<file path="src/trdb_cfg.svh">
// ~~~~~~~~~~~~~~~~~~~~~~~~~~~~~~~~~~~~~~~~~~~~~~~~~~~~~~~~~~~~~~~~~~~
// trace encoder build constants
// address, trap field, branch map and packet widths
// ~~~~~~~~~~~~~~~~~~~~~~~~~~~~~~~~~~~~~~~~~~~~~~~~~~~~~~~~~~~~~~~~~~~
`ifndef TRDB_CFG_SVH
`define TRDB_CFG_SVH

// address and instruction width
`define TRDB_XLEN 32
// trap cause as delivered by the core
`define TRDB_CAUSE_LEN 5
// machine, supervisor, user
`define TRDB_PRIV_LEN 2

// branches collected before a full map packet
`define TRDB_BMAP_LEN 8
// must hold the value TRDB_BMAP_LEN
`define TRDB_BCNT_LEN 4

// packet body handed to the encapsulator
`define TRDB_PAYLOAD_LEN 96
// packet length in bytes
`define TRDB_PLEN_LEN 4

`endif

</file>
<file path="src/trdb_pkg.sv">
// ~~~~~~~~~~~~~~~~~~~~~~~~~~~~~~~~~~~~~~~~~~~~~~~~~~~~~~~~~~~~~~~~~~~
// trace encoder types
// packet formats, core beat, decoded instruction and packet structs
// ~~~~~~~~~~~~~~~~~~~~~~~~~~~~~~~~~~~~~~~~~~~~~~~~~~~~~~~~~~~~~~~~~~~
`include "trdb_cfg.svh"

package trdb_pkg;

    // e-trace packet formats, format 0 is not produced
    typedef enum logic [1:0] {
        F_BRANCH_FULL = 2'd1,
        F_ADDR_ONLY   = 2'd2,
        F_SYNC        = 2'd3
    } trdb_format_e;

    // subformats of the sync format
    typedef enum logic [1:0] {
        SF_START = 2'd0,
        SF_TRAP  = 2'd1
    } trdb_sync_sub_e;

    // one retired instruction from the core
    typedef struct packed {
        logic [`TRDB_XLEN-1:0]      iaddr;
        logic [`TRDB_XLEN-1:0]      inst;
        // first instruction of a trap handler
        logic                       trap;
        logic                       interrupt;
        logic [`TRDB_CAUSE_LEN-1:0] cause;
        logic [`TRDB_PRIV_LEN-1:0]  priv;
    } trdb_inst_t;

    // this-cycle instruction, resolved by the next one
    typedef struct packed {
        logic [`TRDB_XLEN-1:0]      iaddr;
        logic [`TRDB_XLEN-1:0]      epc;
        logic [`TRDB_PRIV_LEN-1:0]  priv;
        logic [`TRDB_CAUSE_LEN-1:0] cause;
        logic                       interrupt;
        logic                       is_branch;
        // jalr, target not inferable from the program
        logic                       is_updiscon;
        logic                       trap;
        // first traced instruction after enable
        logic                       first;
        logic                       taken;
        logic [`TRDB_XLEN-1:0]      next_iaddr;
    } trdb_dec_t;

    // packet towards the encapsulator
    typedef struct packed {
        trdb_format_e                format;
        logic [1:0]                  subformat;
        logic [`TRDB_PLEN_LEN-1:0]   length;
        logic [`TRDB_PAYLOAD_LEN-1:0] payload;
    } trdb_pkt_t;

endpackage

</file>
<file path="src/trdb_branch_map.sv">
// ~~~~~~~~~~~~~~~~~~~~~~~~~~~~~~~~~~~~~~~~~~~~~~~~~~~~~~~~~~~~~~~~~~~
// branch map, outcome bits of pending conditional branches
// ~~~~~~~~~~~~~~~~~~~~~~~~~~~~~~~~~~~~~~~~~~~~~~~~~~~~~~~~~~~~~~~~~~~
`timescale 1ns/100ps
`include "trdb_cfg.svh"

module trdb_branch_map (
    input  logic                      clk_i,
    input  logic                      rst_ni,
    input  logic                      push_i,
    input  logic                      not_taken_i,
    input  logic                      flush_i,
    output logic [`TRDB_BMAP_LEN-1:0] map_o,
    output logic [`TRDB_BCNT_LEN-1:0] count_o
);

    // bit position inside the map
    localparam int unsigned IDX_W = $clog2(`TRDB_BMAP_LEN);

    logic [`TRDB_BMAP_LEN-1:0] map_q;
    logic [`TRDB_BCNT_LEN-1:0] count_q;

    always_ff @(posedge clk_i or negedge rst_ni) begin
        if (!rst_ni) begin
            map_q   <= '0;
            count_q <= '0;
        end else if (flush_i) begin
            // also covers the push that fills the map
            map_q   <= '0;
            count_q <= '0;
        end else if (push_i) begin
            // oldest branch in bit 0, 1 = not taken
            map_q[count_q[IDX_W-1:0]] <= not_taken_i;
            count_q                   <= count_q + 1'b1;
        end
    end

    assign map_o   = map_q;
    assign count_o = count_q;

endmodule

</file>
<file path="src/trdb_decode.sv">
// ~~~~~~~~~~~~~~~~~~~~~~~~~~~~~~~~~~~~~~~~~~~~~~~~~~~~~~~~~~~~~~~~~~~
// decode stage of the trace encoder
// holds this-cycle instruction, resolves it against the next beat
// ~~~~~~~~~~~~~~~~~~~~~~~~~~~~~~~~~~~~~~~~~~~~~~~~~~~~~~~~~~~~~~~~~~~
`timescale 1ns/100ps
`include "trdb_cfg.svh"

module trdb_decode import trdb_pkg::*; (
    input  logic                  clk_i,
    input  logic                  rst_ni,
    input  logic                  trace_enable_i,
    input  logic                  inst_valid_i,
    input  trdb_inst_t            inst_i,
    input  logic [`TRDB_XLEN-1:0] epc_i,
    output logic                  inst_ready_o,
    output logic                  dec_valid_o,
    output trdb_dec_t             dec_o,
    input  logic                  dec_ready_i
);

    // rv32 major opcodes of interest
    localparam logic [6:0] OPC_BRANCH = 7'b1100011;
    localparam logic [6:0] OPC_JALR   = 7'b1100111;
    // no compressed instructions
    localparam logic [`TRDB_XLEN-1:0] INST_BYTES = `TRDB_XLEN'(4);

    logic                  hold_valid_q;
    logic                  hold_first_q;
    logic                  first_armed_q;
    trdb_inst_t            hold_q;
    logic [`TRDB_XLEN-1:0] hold_epc_q;
    logic                  accept;
    logic [6:0]            opcode;
    logic [`TRDB_XLEN-1:0] seq_iaddr;

    // empty slot, or held instruction leaves in this cycle
    // beats are swallowed while tracing is off
    assign inst_ready_o = !trace_enable_i || !hold_valid_q || dec_ready_i;
    assign accept       = inst_valid_i && inst_ready_o;
    // a waiting beat resolves the held instruction
    assign dec_valid_o  = trace_enable_i && hold_valid_q && inst_valid_i;

    always_ff @(posedge clk_i or negedge rst_ni) begin
        if (!rst_ni) begin
            hold_valid_q  <= 1'b0;
            hold_first_q  <= 1'b0;
            first_armed_q <= 1'b1;
        end else if (!trace_enable_i) begin
            // drop held instruction, next one restarts the trace
            hold_valid_q  <= 1'b0;
            first_armed_q <= 1'b1;
        end else if (accept) begin
            hold_valid_q  <= 1'b1;
            hold_first_q  <= first_armed_q;
            first_armed_q <= 1'b0;
        end
    end

    always_ff @(posedge clk_i) begin
        if (accept) begin
            hold_q     <= inst_i;
            hold_epc_q <= epc_i;
        end
    end

    assign opcode    = hold_q.inst[6:0];
    assign seq_iaddr = hold_q.iaddr + INST_BYTES;

    always_comb begin
        dec_o.iaddr       = hold_q.iaddr;
        dec_o.epc         = hold_epc_q;
        dec_o.priv        = hold_q.priv;
        dec_o.cause       = hold_q.cause;
        dec_o.interrupt   = hold_q.interrupt;
        dec_o.is_branch   = (opcode == OPC_BRANCH);
        dec_o.is_updiscon = (opcode == OPC_JALR);
        dec_o.trap        = hold_q.trap;
        dec_o.first       = hold_first_q;
        // anything but fall-through counts as taken
        dec_o.taken       = (inst_i.iaddr != seq_iaddr);
        dec_o.next_iaddr  = inst_i.iaddr;
    end

endmodule

</file>
<file path="src/trdb_execute.sv">
// ~~~~~~~~~~~~~~~~~~~~~~~~~~~~~~~~~~~~~~~~~~~~~~~~~~~~~~~~~~~~~~~~~~~
// packet decision for the trace encoder
// priority rules, branch map control, field selection
// ~~~~~~~~~~~~~~~~~~~~~~~~~~~~~~~~~~~~~~~~~~~~~~~~~~~~~~~~~~~~~~~~~~~
`timescale 1ns/100ps
`include "trdb_cfg.svh"

module trdb_execute import trdb_pkg::*; (
    input  logic      clk_i,
    input  logic      rst_ni,
    input  logic      trace_enable_i,
    input  logic      dec_valid_i,
    input  trdb_dec_t dec_i,
    output logic      dec_ready_o,
    output logic      pkt_valid_o,
    output trdb_pkt_t pkt_o,
    input  logic      pkt_ready_i
);

    localparam int unsigned IDX_W = $clog2(`TRDB_BMAP_LEN);
    // count before the push that fills the map
    localparam logic [`TRDB_BCNT_LEN-1:0] LAST_SLOT = `TRDB_BCNT_LEN'(`TRDB_BMAP_LEN - 1);

    logic                      accept;
    logic                      emit;
    logic                      push;
    logic                      flush;
    logic [`TRDB_BMAP_LEN-1:0] map;
    logic [`TRDB_BCNT_LEN-1:0] count;
    logic [`TRDB_BMAP_LEN-1:0] map_next;
    logic [`TRDB_BCNT_LEN-1:0] count_next;
    logic [`TRDB_XLEN-1:0]     addr;

    // one decision per instruction, result stage sets the pace
    assign dec_ready_o = pkt_ready_i;
    assign accept      = dec_valid_i && dec_ready_o;
    assign pkt_valid_o = dec_valid_i && emit;

    trdb_branch_map i_branch_map (
        .clk_i       (clk_i),
        .rst_ni      (rst_ni),
        .push_i      (accept && push),
        .not_taken_i (!dec_i.taken),
        // tracing off empties the map without a packet
        .flush_i     ((accept && flush) || !trace_enable_i),
        .map_o       (map),
        .count_o     (count)
    );

    // map as it looks with this branch included
    always_comb begin
        map_next                   = map;
        map_next[count[IDX_W-1:0]] = !dec_i.taken;
        count_next                 = count + 1'b1;
    end

    always_comb begin
        emit          = 1'b0;
        push          = 1'b0;
        flush         = 1'b0;
        addr          = dec_i.iaddr;
        pkt_o.format    = F_ADDR_ONLY;
        pkt_o.subformat = SF_START;
        if (dec_i.first) begin
            // start of trace
            emit            = 1'b1;
            flush           = 1'b1;
            pkt_o.format    = F_SYNC;
            pkt_o.subformat = SF_START;
        end else if (dec_i.trap) begin
            // handler entry, pending branches are dropped
            emit            = 1'b1;
            flush           = 1'b1;
            pkt_o.format    = F_SYNC;
            pkt_o.subformat = SF_TRAP;
        end else if (dec_i.is_updiscon) begin
            emit         = 1'b1;
            flush        = 1'b1;
            addr         = dec_i.next_iaddr;
            pkt_o.format = (count != '0) ? F_BRANCH_FULL : F_ADDR_ONLY;
        end else if (dec_i.is_branch) begin
            push = 1'b1;
            if (count == LAST_SLOT) begin
                emit         = 1'b1;
                flush        = 1'b1;
                pkt_o.format = F_BRANCH_FULL;
            end
        end
        // length is set by result
        pkt_o.length  = '0;
        // field bus for result: priv, interrupt, cause, epc, addr, map, count
        pkt_o.payload = `TRDB_PAYLOAD_LEN'({
            push ? count_next : count,
            push ? map_next : map,
            addr,
            dec_i.epc,
            dec_i.cause,
            dec_i.interrupt,
            dec_i.priv
        });
    end

endmodule

</file>
<file path="src/trdb_result.sv">
// ~~~~~~~~~~~~~~~~~~~~~~~~~~~~~~~~~~~~~~~~~~~~~~~~~~~~~~~~~~~~~~~~~~~
// packet output stage, payload packing and length
// registered valid/ready towards the encapsulator
// ~~~~~~~~~~~~~~~~~~~~~~~~~~~~~~~~~~~~~~~~~~~~~~~~~~~~~~~~~~~~~~~~~~~
`timescale 1ns/100ps
`include "trdb_cfg.svh"

module trdb_result import trdb_pkg::*; (
    input  logic      clk_i,
    input  logic      rst_ni,
    input  logic      pkt_valid_i,
    input  trdb_pkt_t pkt_i,
    output logic      pkt_ready_o,
    output logic      packet_valid_o,
    output trdb_pkt_t packet_o,
    input  logic      packet_ready_i
);

    // field positions on the bus from execute
    localparam int unsigned OFS_INT   = `TRDB_PRIV_LEN;
    localparam int unsigned OFS_CAUSE = OFS_INT + 1;
    localparam int unsigned OFS_EPC   = OFS_CAUSE + `TRDB_CAUSE_LEN;
    localparam int unsigned OFS_ADDR  = OFS_EPC + `TRDB_XLEN;
    localparam int unsigned OFS_MAP   = OFS_ADDR + `TRDB_XLEN;
    localparam int unsigned OFS_CNT   = OFS_MAP + `TRDB_BMAP_LEN;
    // a full map travels without address
    localparam logic [`TRDB_BCNT_LEN-1:0] BCNT_FULL = `TRDB_BCNT_LEN'(`TRDB_BMAP_LEN);

    logic                       valid_q;
    trdb_pkt_t                  packet_q;
    trdb_pkt_t                  packed_pkt;
    logic [`TRDB_PRIV_LEN-1:0]  priv;
    logic                       intr;
    logic [`TRDB_CAUSE_LEN-1:0] cause;
    logic [`TRDB_XLEN-1:0]      epc;
    logic [`TRDB_XLEN-1:0]      addr;
    logic [`TRDB_BMAP_LEN-1:0]  bmap;
    logic [`TRDB_BCNT_LEN-1:0]  bcnt;

    assign priv  = pkt_i.payload[`TRDB_PRIV_LEN-1:0];
    assign intr  = pkt_i.payload[OFS_INT];
    assign cause = pkt_i.payload[OFS_CAUSE +: `TRDB_CAUSE_LEN];
    assign epc   = pkt_i.payload[OFS_EPC +: `TRDB_XLEN];
    assign addr  = pkt_i.payload[OFS_ADDR +: `TRDB_XLEN];
    assign bmap  = pkt_i.payload[OFS_MAP +: `TRDB_BMAP_LEN];
    assign bcnt  = pkt_i.payload[OFS_CNT +: `TRDB_BCNT_LEN];

    // lsb first, unused bits zero, length rounded up to bytes
    always_comb begin
        packed_pkt         = pkt_i;
        packed_pkt.payload = '0;
        packed_pkt.length  = '0;
        case (pkt_i.format)
            F_SYNC: begin
                if (pkt_i.subformat == SF_START) begin
                    packed_pkt.payload = `TRDB_PAYLOAD_LEN'({addr, priv});
                    packed_pkt.length  = `TRDB_PLEN_LEN'(5);
                end else begin
                    packed_pkt.payload = `TRDB_PAYLOAD_LEN'({addr, epc, cause, intr, priv});
                    packed_pkt.length  = `TRDB_PLEN_LEN'(9);
                end
            end
            F_BRANCH_FULL: begin
                if (bcnt == BCNT_FULL) begin
                    packed_pkt.payload = `TRDB_PAYLOAD_LEN'({bmap, bcnt});
                    packed_pkt.length  = `TRDB_PLEN_LEN'(2);
                end else begin
                    // jalr with pending branches
                    packed_pkt.payload = `TRDB_PAYLOAD_LEN'({addr, bmap, bcnt});
                    packed_pkt.length  = `TRDB_PLEN_LEN'(6);
                end
            end
            F_ADDR_ONLY: begin
                packed_pkt.payload = `TRDB_PAYLOAD_LEN'(addr);
                packed_pkt.length  = `TRDB_PLEN_LEN'(4);
            end
            default: begin
                packed_pkt.length = '0;
            end
        endcase
    end

    // empty, or current packet leaves this cycle
    assign pkt_ready_o = !valid_q || packet_ready_i;

    always_ff @(posedge clk_i or negedge rst_ni) begin
        if (!rst_ni) begin
            valid_q <= 1'b0;
        end else if (pkt_ready_o) begin
            valid_q <= pkt_valid_i;
        end
    end

    // held stable while the encapsulator stalls
    always_ff @(posedge clk_i) begin
        if (pkt_valid_i && pkt_ready_o) begin
            packet_q <= packed_pkt;
        end
    end

    assign packet_valid_o = valid_q;
    assign packet_o       = packet_q;

endmodule

</file>
<file path="src/trdb_top.sv">
// ~~~~~~~~~~~~~~~~~~~~~~~~~~~~~~~~~~~~~~~~~~~~~~~~~~~~~~~~~~~~~~~~~~~
// instruction trace encoder top, decode to execute to result
// ~~~~~~~~~~~~~~~~~~~~~~~~~~~~~~~~~~~~~~~~~~~~~~~~~~~~~~~~~~~~~~~~~~~
`timescale 1ns/100ps
`include "trdb_cfg.svh"

module trdb_top import trdb_pkg::*; (
    input  logic                  clk_i,
    input  logic                  rst_ni,
    input  logic                  trace_enable_i,
    // retired instructions from the core
    input  logic                  inst_valid_i,
    input  trdb_inst_t            inst_i,
    input  logic [`TRDB_XLEN-1:0] epc_i,
    output logic                  inst_ready_o,
    // packets to the encapsulator
    output logic                  packet_valid_o,
    output trdb_pkt_t             packet_o,
    input  logic                  packet_ready_i
);

    // decode to execute
    logic      dec_valid;
    logic      dec_ready;
    trdb_dec_t dec;
    // execute to result
    logic      pkt_valid;
    logic      pkt_ready;
    trdb_pkt_t pkt;

    trdb_decode i_decode (
        .clk_i          (clk_i),
        .rst_ni         (rst_ni),
        .trace_enable_i (trace_enable_i),
        .inst_valid_i   (inst_valid_i),
        .inst_i         (inst_i),
        .epc_i          (epc_i),
        .inst_ready_o   (inst_ready_o),
        .dec_valid_o    (dec_valid),
        .dec_o          (dec),
        .dec_ready_i    (dec_ready)
    );

    trdb_execute i_execute (
        .clk_i          (clk_i),
        .rst_ni         (rst_ni),
        .trace_enable_i (trace_enable_i),
        .dec_valid_i    (dec_valid),
        .dec_i          (dec),
        .dec_ready_o    (dec_ready),
        .pkt_valid_o    (pkt_valid),
        .pkt_o          (pkt),
        .pkt_ready_i    (pkt_ready)
    );

    trdb_result i_result (
        .clk_i          (clk_i),
        .rst_ni         (rst_ni),
        .pkt_valid_i    (pkt_valid),
        .pkt_i          (pkt),
        .pkt_ready_o    (pkt_ready),
        .packet_valid_o (packet_valid_o),
        .packet_o       (packet_o),
        .packet_ready_i (packet_ready_i)
    );

endmodule
</file>
<file path="config.mk">
export PLATFORM = sky130hd
export DESIGN_NAME = trdb_top
export DESIGN_NICKNAME = d
export VERILOG_FILES = /design/src/trdb_pkg.sv /design/src/trdb_branch_map.sv /design/src/trdb_decode.sv /design/src/trdb_execute.sv /design/src/trdb_result.sv /design/src/trdb_top.sv
export VERILOG_INCLUDE_DIRS = /design/src
export SDC_FILE = /design/constraint.sdc
export NUM_CORES = 1
export LEC_CHECK = 0
export ABC_CLOCK_PERIOD_IN_PS = 10100
export BUFFER_PORTS_ARGS = -buffer_cell sky130_fd_sc_hd__buf_2
export CAP_MARGIN = 30
export CORE_AREA = 2 2 141 198
export DETAILED_ROUTE_END_ITERATION = 8
export DIE_AREA = 0 0 143 200
export GPL_ROUTABILITY_DRIVEN = 0
export PLACE_DENSITY_LB_ADDON = 0.2
export SLEW_MARGIN = 20
export SYNTH_ARGS = -nofsm -noshare
export SYNTH_HDL_FRONTEND = slang
export SYNTH_HIERARCHICAL = 1
export SYNTH_SLANG_ARGS = --single-unit
</file>
<file path="constraint.sdc">
create_clock -name clk_i -period 10.1 [get_ports clk_i]
set_input_delay 1.515 -clock clk_i [delete_from_list [all_inputs] [get_ports clk_i]]
set_output_delay 1.515 -clock clk_i [all_outputs]
set_load 0.02 [all_outputs]
</file>
Yosys cells after proc, flatten, opt, wreduce, memory -nomap -nowiden

Cells that the tools add are included.

Register bits after elaboration: 200
Input bits: 110

Order comparisons: 2
Reductions and logical operators: 21
Muxes and demuxes: 36
Eq/ne operators: 9
Add/sub/neg operators: 2

Operators with widths:

| kind                                                                                | count |
|---|---|
| 96-bit one-hot mux with 3 select lines                                              | 1 |
| 100-bit 2-to-1 mux                                                                  | 1 |
| 99-bit 2-to-1 mux                                                                   | 1 |
| 32-bit 2-to-1 mux                                                                   | 3 |
| 32-bit by 3-bit adder with 32-bit output, second input constant                     | 1 |
| 32-bit != test                                                                      | 1 |
| 8-bit 2-to-1 mux                                                                    | 3 |
| 4-bit 2-to-1 mux                                                                    | 4 |
| 1-bit 2-to-1 mux                                                                    | 15 |
| 7-bit equality test, second input constant                                          | 2 |
| 4-bit one-hot mux with 3 select lines                                               | 1 |
| 2-bit 2-to-1 mux                                                                    | 5 |
| 1-bit logical AND                                                                   | 9 |
| 8-bit bitwise mux                                                                   | 1 |
| 4-bit by 1-bit adder with 4-bit output, second input constant                       | 1 |
| 2-bit equality test, second input constant                                          | 2 |
| 4-bit by 3-bit equality test with 1-bit output, second input constant               | 1 |
| 4-bit equality test, second input constant                                          | 1 |
| 1-bit zero test                                                                     | 4 |
| 1-bit logical OR                                                                    | 4 |
| 3-bit by 4-bit < comparator with 1-bit output, second input constant                | 1 |
| 4-bit nonzero test                                                                  | 1 |
| 1-bit demux with 3-bit select                                                       | 1 |
| 3-bit by 1-bit greater-or-equal comparator with 1-bit output, second input constant | 1 |
| 5 further kinds                                                                     | 5 |

Longest topological paths before layout

Depth after elaboration: 9
Mapped depth: 12
Mapped depth without buffers: 11

Hierarchy

Netlist, hierarchy kept.

Modules (own cells, without submodules):

| module          | area each (µm²) | cells each | instances |
|---|---|---|---|
| trdb_decode     | 4206.5          | 326        | 1 |
| trdb_result     | 3936.3          | 309        | 1 |
| trdb_execute    | 1187.4          | 141        | 1 |
| trdb_branch_map | 686.9           | 54         | 1 |

Worst setup path after synthesis

Ideal clock, no wire load.

Path type: input to register
Start: input packet_ready_i
End: register i_decode.hold_first_q
Path slack: 5.661 ns
Cell stages on the path: 7
Required time: 9.970 ns
Arrival time: 4.309 ns
Setup time: 0.130 ns
Cells stage by stage: nand2b_1 -> buf_4 -> nand3b_1 -> and2_1 -> nand2_1 -> nand2_1 -> o21ai_0

Word-level cells in the longest chain between the ends: 4

RTL lines:

| what                          | RTL line          | RTL |
|---|---|---|
| start, declared               | trdb_top.sv:19    | `input logic packet_ready_i` |
| 1-bit logical OR              | trdb_result.sv:84 | `assign pkt_ready_o = !valid_q \|\| packet_ready_i;` |
| net dec_ready                 | trdb_top.sv:24    | `logic dec_ready;` |
| 1-bit logical OR              | trdb_decode.sv:38 | `assign inst_ready_o = !trace_enable_i \|\| !hold_valid_q \|\| dec_ready_i;` |
| net inst_ready_o              | trdb_top.sv:15    | `output logic inst_ready_o,` |
| 1-bit logical AND             | trdb_decode.sv:39 | `assign accept = inst_valid_i && inst_ready_o;` |
| net i_decode.accept           | trdb_decode.sv:32 | `logic accept;` |
| 2-bit AND reduction (no line) | n/a               |  |
| end signal, assigned          | trdb_decode.sv:54 | `hold_first_q <= first_armed_q;` |
| end, declared                 | trdb_decode.sv:28 | `logic hold_first_q;` |

The timed path passes the listed nets, and every way through them passes these cells.
A chain may end at the register's enable or synchronous reset.

Final worst setup path

Start: input packet_ready_i
End: output inst_ready_o

Word-level cells in the longest chain between the ends: 2

RTL lines:

| what             | RTL line          | RTL |
|---|---|---|
| 1-bit logical OR | trdb_result.sv:84 |  |
| net pkt_ready    | trdb_top.sv:28    | `logic pkt_ready;` |
| 1-bit logical OR | trdb_decode.sv:38 |  |
| end, declared    | trdb_top.sv:15    |  |

The timed path passes the listed nets, and every way through them passes these cells.

==> metrics.md <==
| Metric | Value |
|---|---|
| WL per Instance | `20.6 µm` |
| Slew @ Worst Pin | `0.926 ns` |
| Unrepaired setup endpoints after global routing | `false` |
| Slowest-stage cell, CP | `nand3b_1` |
| P_leak | `4.09 nW` |
| Setup tns final | `0 ns` |
| Starting density of the core | `0.370` |
| Crit path required time | `8.59 ns` |
| Clock Latency Late Sink | `0.43 ns` |
| Post-Route WL | `25.4 mm` |
| Largest stage delay, worst path | `0.19 ns` |
| Std-Cell Rows | `71` |
| Total grt overflow | `0` |
| Max-slew violations | `0` |
| PwrDens | `159 nW/µm²` |
| Yosys warns | `6` |
| Via density | `4.97` |
| Dpl hpwl | `18.4 mm` |
| Critical path, cell by cell | `buf_2 -> nand2b_1 -> nand3b_1 -> buf_2` |
| CTS resizes | `0` |
| Post-route ant nets | `0` |
| Commonest non-fill, non-tap cell in the layout | `buf_2` |
| Fin. Hold Viols | `0` |
| Largest net degree at the start of global routing | `72` |
| Final setup viols | `0` |
| Fmax | `273 MHz` |
| CTS Hold Bufs | `0` |
| Crit-path max FO | `4` |
| CTS tree | `built` |
| Worst Path Class, Setup | `in2out` |
| WHS | `0.501 ns` |
| Nets | `968` |
| Syn Area/Cell | `12.2 µm²` |
| Detailed Route Iter0 Violations | `322` |
| CTS HTree Levels | `4` |
| Final min period | `3.66 ns` |
| Most frequent cells in the layout | `166 x buf_2, 160 x edfxtp_1, 52 x and2_1` |
| Final core utilization | `0.400` |
| Area growth syn-to-layout | `7.98%` |
| Via count | `6,138` |
| Crit path max-delay family | `simple AND/OR/NAND/NOR gates` |
| DRC Markers | `0` |
| Drt pass-1 iters | `4` |
| Worst Path Buf+Inv | `2` |
| Max Buffers Root-to-Sink | `2` |
| Setup crit start kind | `input pin` |
| First-pass GRT wire length | `36.3 mm` |
| Num CTS Buffers | `17` |
| Hold Crit Class | `reg2reg` |
| Die height | `200 µm` |
| Mapped Area | `9900 µm²` |
| Post-CTS Setup Bufs | `0` |
| Final period util | `0.363` |
| Crit-path most repeated cell | `buf_2` |
| Status | `complete, no violations` |
| Maximum VDD drop | `0.124 mV` |
| Max Cap Viol | `0` |
| Top Ports | `216` |
| Slew Limit Headroom | `0.381` |
| Die width | `143 µm` |
| Post-Route Skew | `0.00844 ns` |
| Worst-path clk slew | `0.07 ns` |
| Crit end category | `primary output` |
| Root Buffer | `clkbuf_16` |
| Die footprint | `28,600 µm²` |
| All-layer global routing usage | `0.175` |
| IO Port Bufs | `166` |
| CTS Sinks | `176` |
| Number of global-route vias before repair | `5,881` |
| Initial antenna violation count | `6` |
| Arrival time at the worst endpoint | `2.15 ns` |
| Ratio of cells with drive above 1 in the final layout | `0.303` |
| Core Footprint | `26,700 µm²` |
| Syn Inst Count | `814` |
layer usage:
layer,routed length (µm),vias up,part of all wire,GRT usage
met5,14,-,0.00055,0
met4,731,4,0.029,0.0733
met3,1250,35,0.049,0.0389
met2,13100,177,0.52,0.300
met1,10300,3019,0.41,0.213
li1,-,2903,-,-
path summary, 6_finish.rpt:
path,start,to,slack (ns),cells after the start
max,packet_ready_i,inst_ready_o,6.44,4
min,i_decode/first_armed_q,i_decode/first_armed_q,0.50,2
max reg2reg,i_execute/i_branch_map/count_o[0],i_result/packet_o[13],6.46,10
min reg2reg,i_decode/first_armed_q,i_decode/first_armed_q,0.50,2
max in group asynchronous,rst_ni,i_decode/first_armed_q,8.78,1
min in group asynchronous,rst_ni,i_decode/hold_first_q,1.01,1
layout make-up:
cell class                      count  area, µm²
Clock inverter                     11        120
Tap cell                          365        457
Clock buffer                       21        440
Timing Repair Buffer              176        933
Antenna cell                        3       7.51
Inverter                           31        116
Multi-Input combinational cell    452       3410
Sequential cell                   176       5210
Fill cell                        2568      16100
registers in the layout, summed over array words and instances, names as in the netlist:
name / count
i_result/packet_valid_o: 1
i_decode/hold_epc_q: 32
i_execute/i_branch_map/map_o: 8
i_result/packet_o: 80
i_decode/hold_q: 7
i_decode/hold_valid_q: 1
i_execute/i_branch_map/count_o: 4
i_decode/hold_first_q: 1
i_decode/first_armed_q: 1
i_decode/dec_o: 41
tightest hold or removal path, cell delays in order (launching register included):
cell and delay [ns]:
dfstp_2 0.36, inv_1 0.05, o21ai_0 0.08
report_power, final:
group	switching [mW]	leakage (nW)	internal (mW)
Combinational	0.120	2.10	0.0807
Sequential	0.0193	1.73	0.835
Clock	0.277	0.267	0.363
Total	0.416	4.09	1.28
per-stage QoR:
step,instance area [µm²],total power [mW],worst slack (ns),cells
after detailed placement,10100,1.07,6.05,1198
after global routing,10700,1.76,6.18,1234
after floorplan,9980,1.04,5.66,837
final,10700,1.70,6.44,1235
after CTS,10700,1.71,6.36,1230
after global placement,10100,1.07,6.03,1197
No activity file was read; power rests on OpenSTA's default activity.
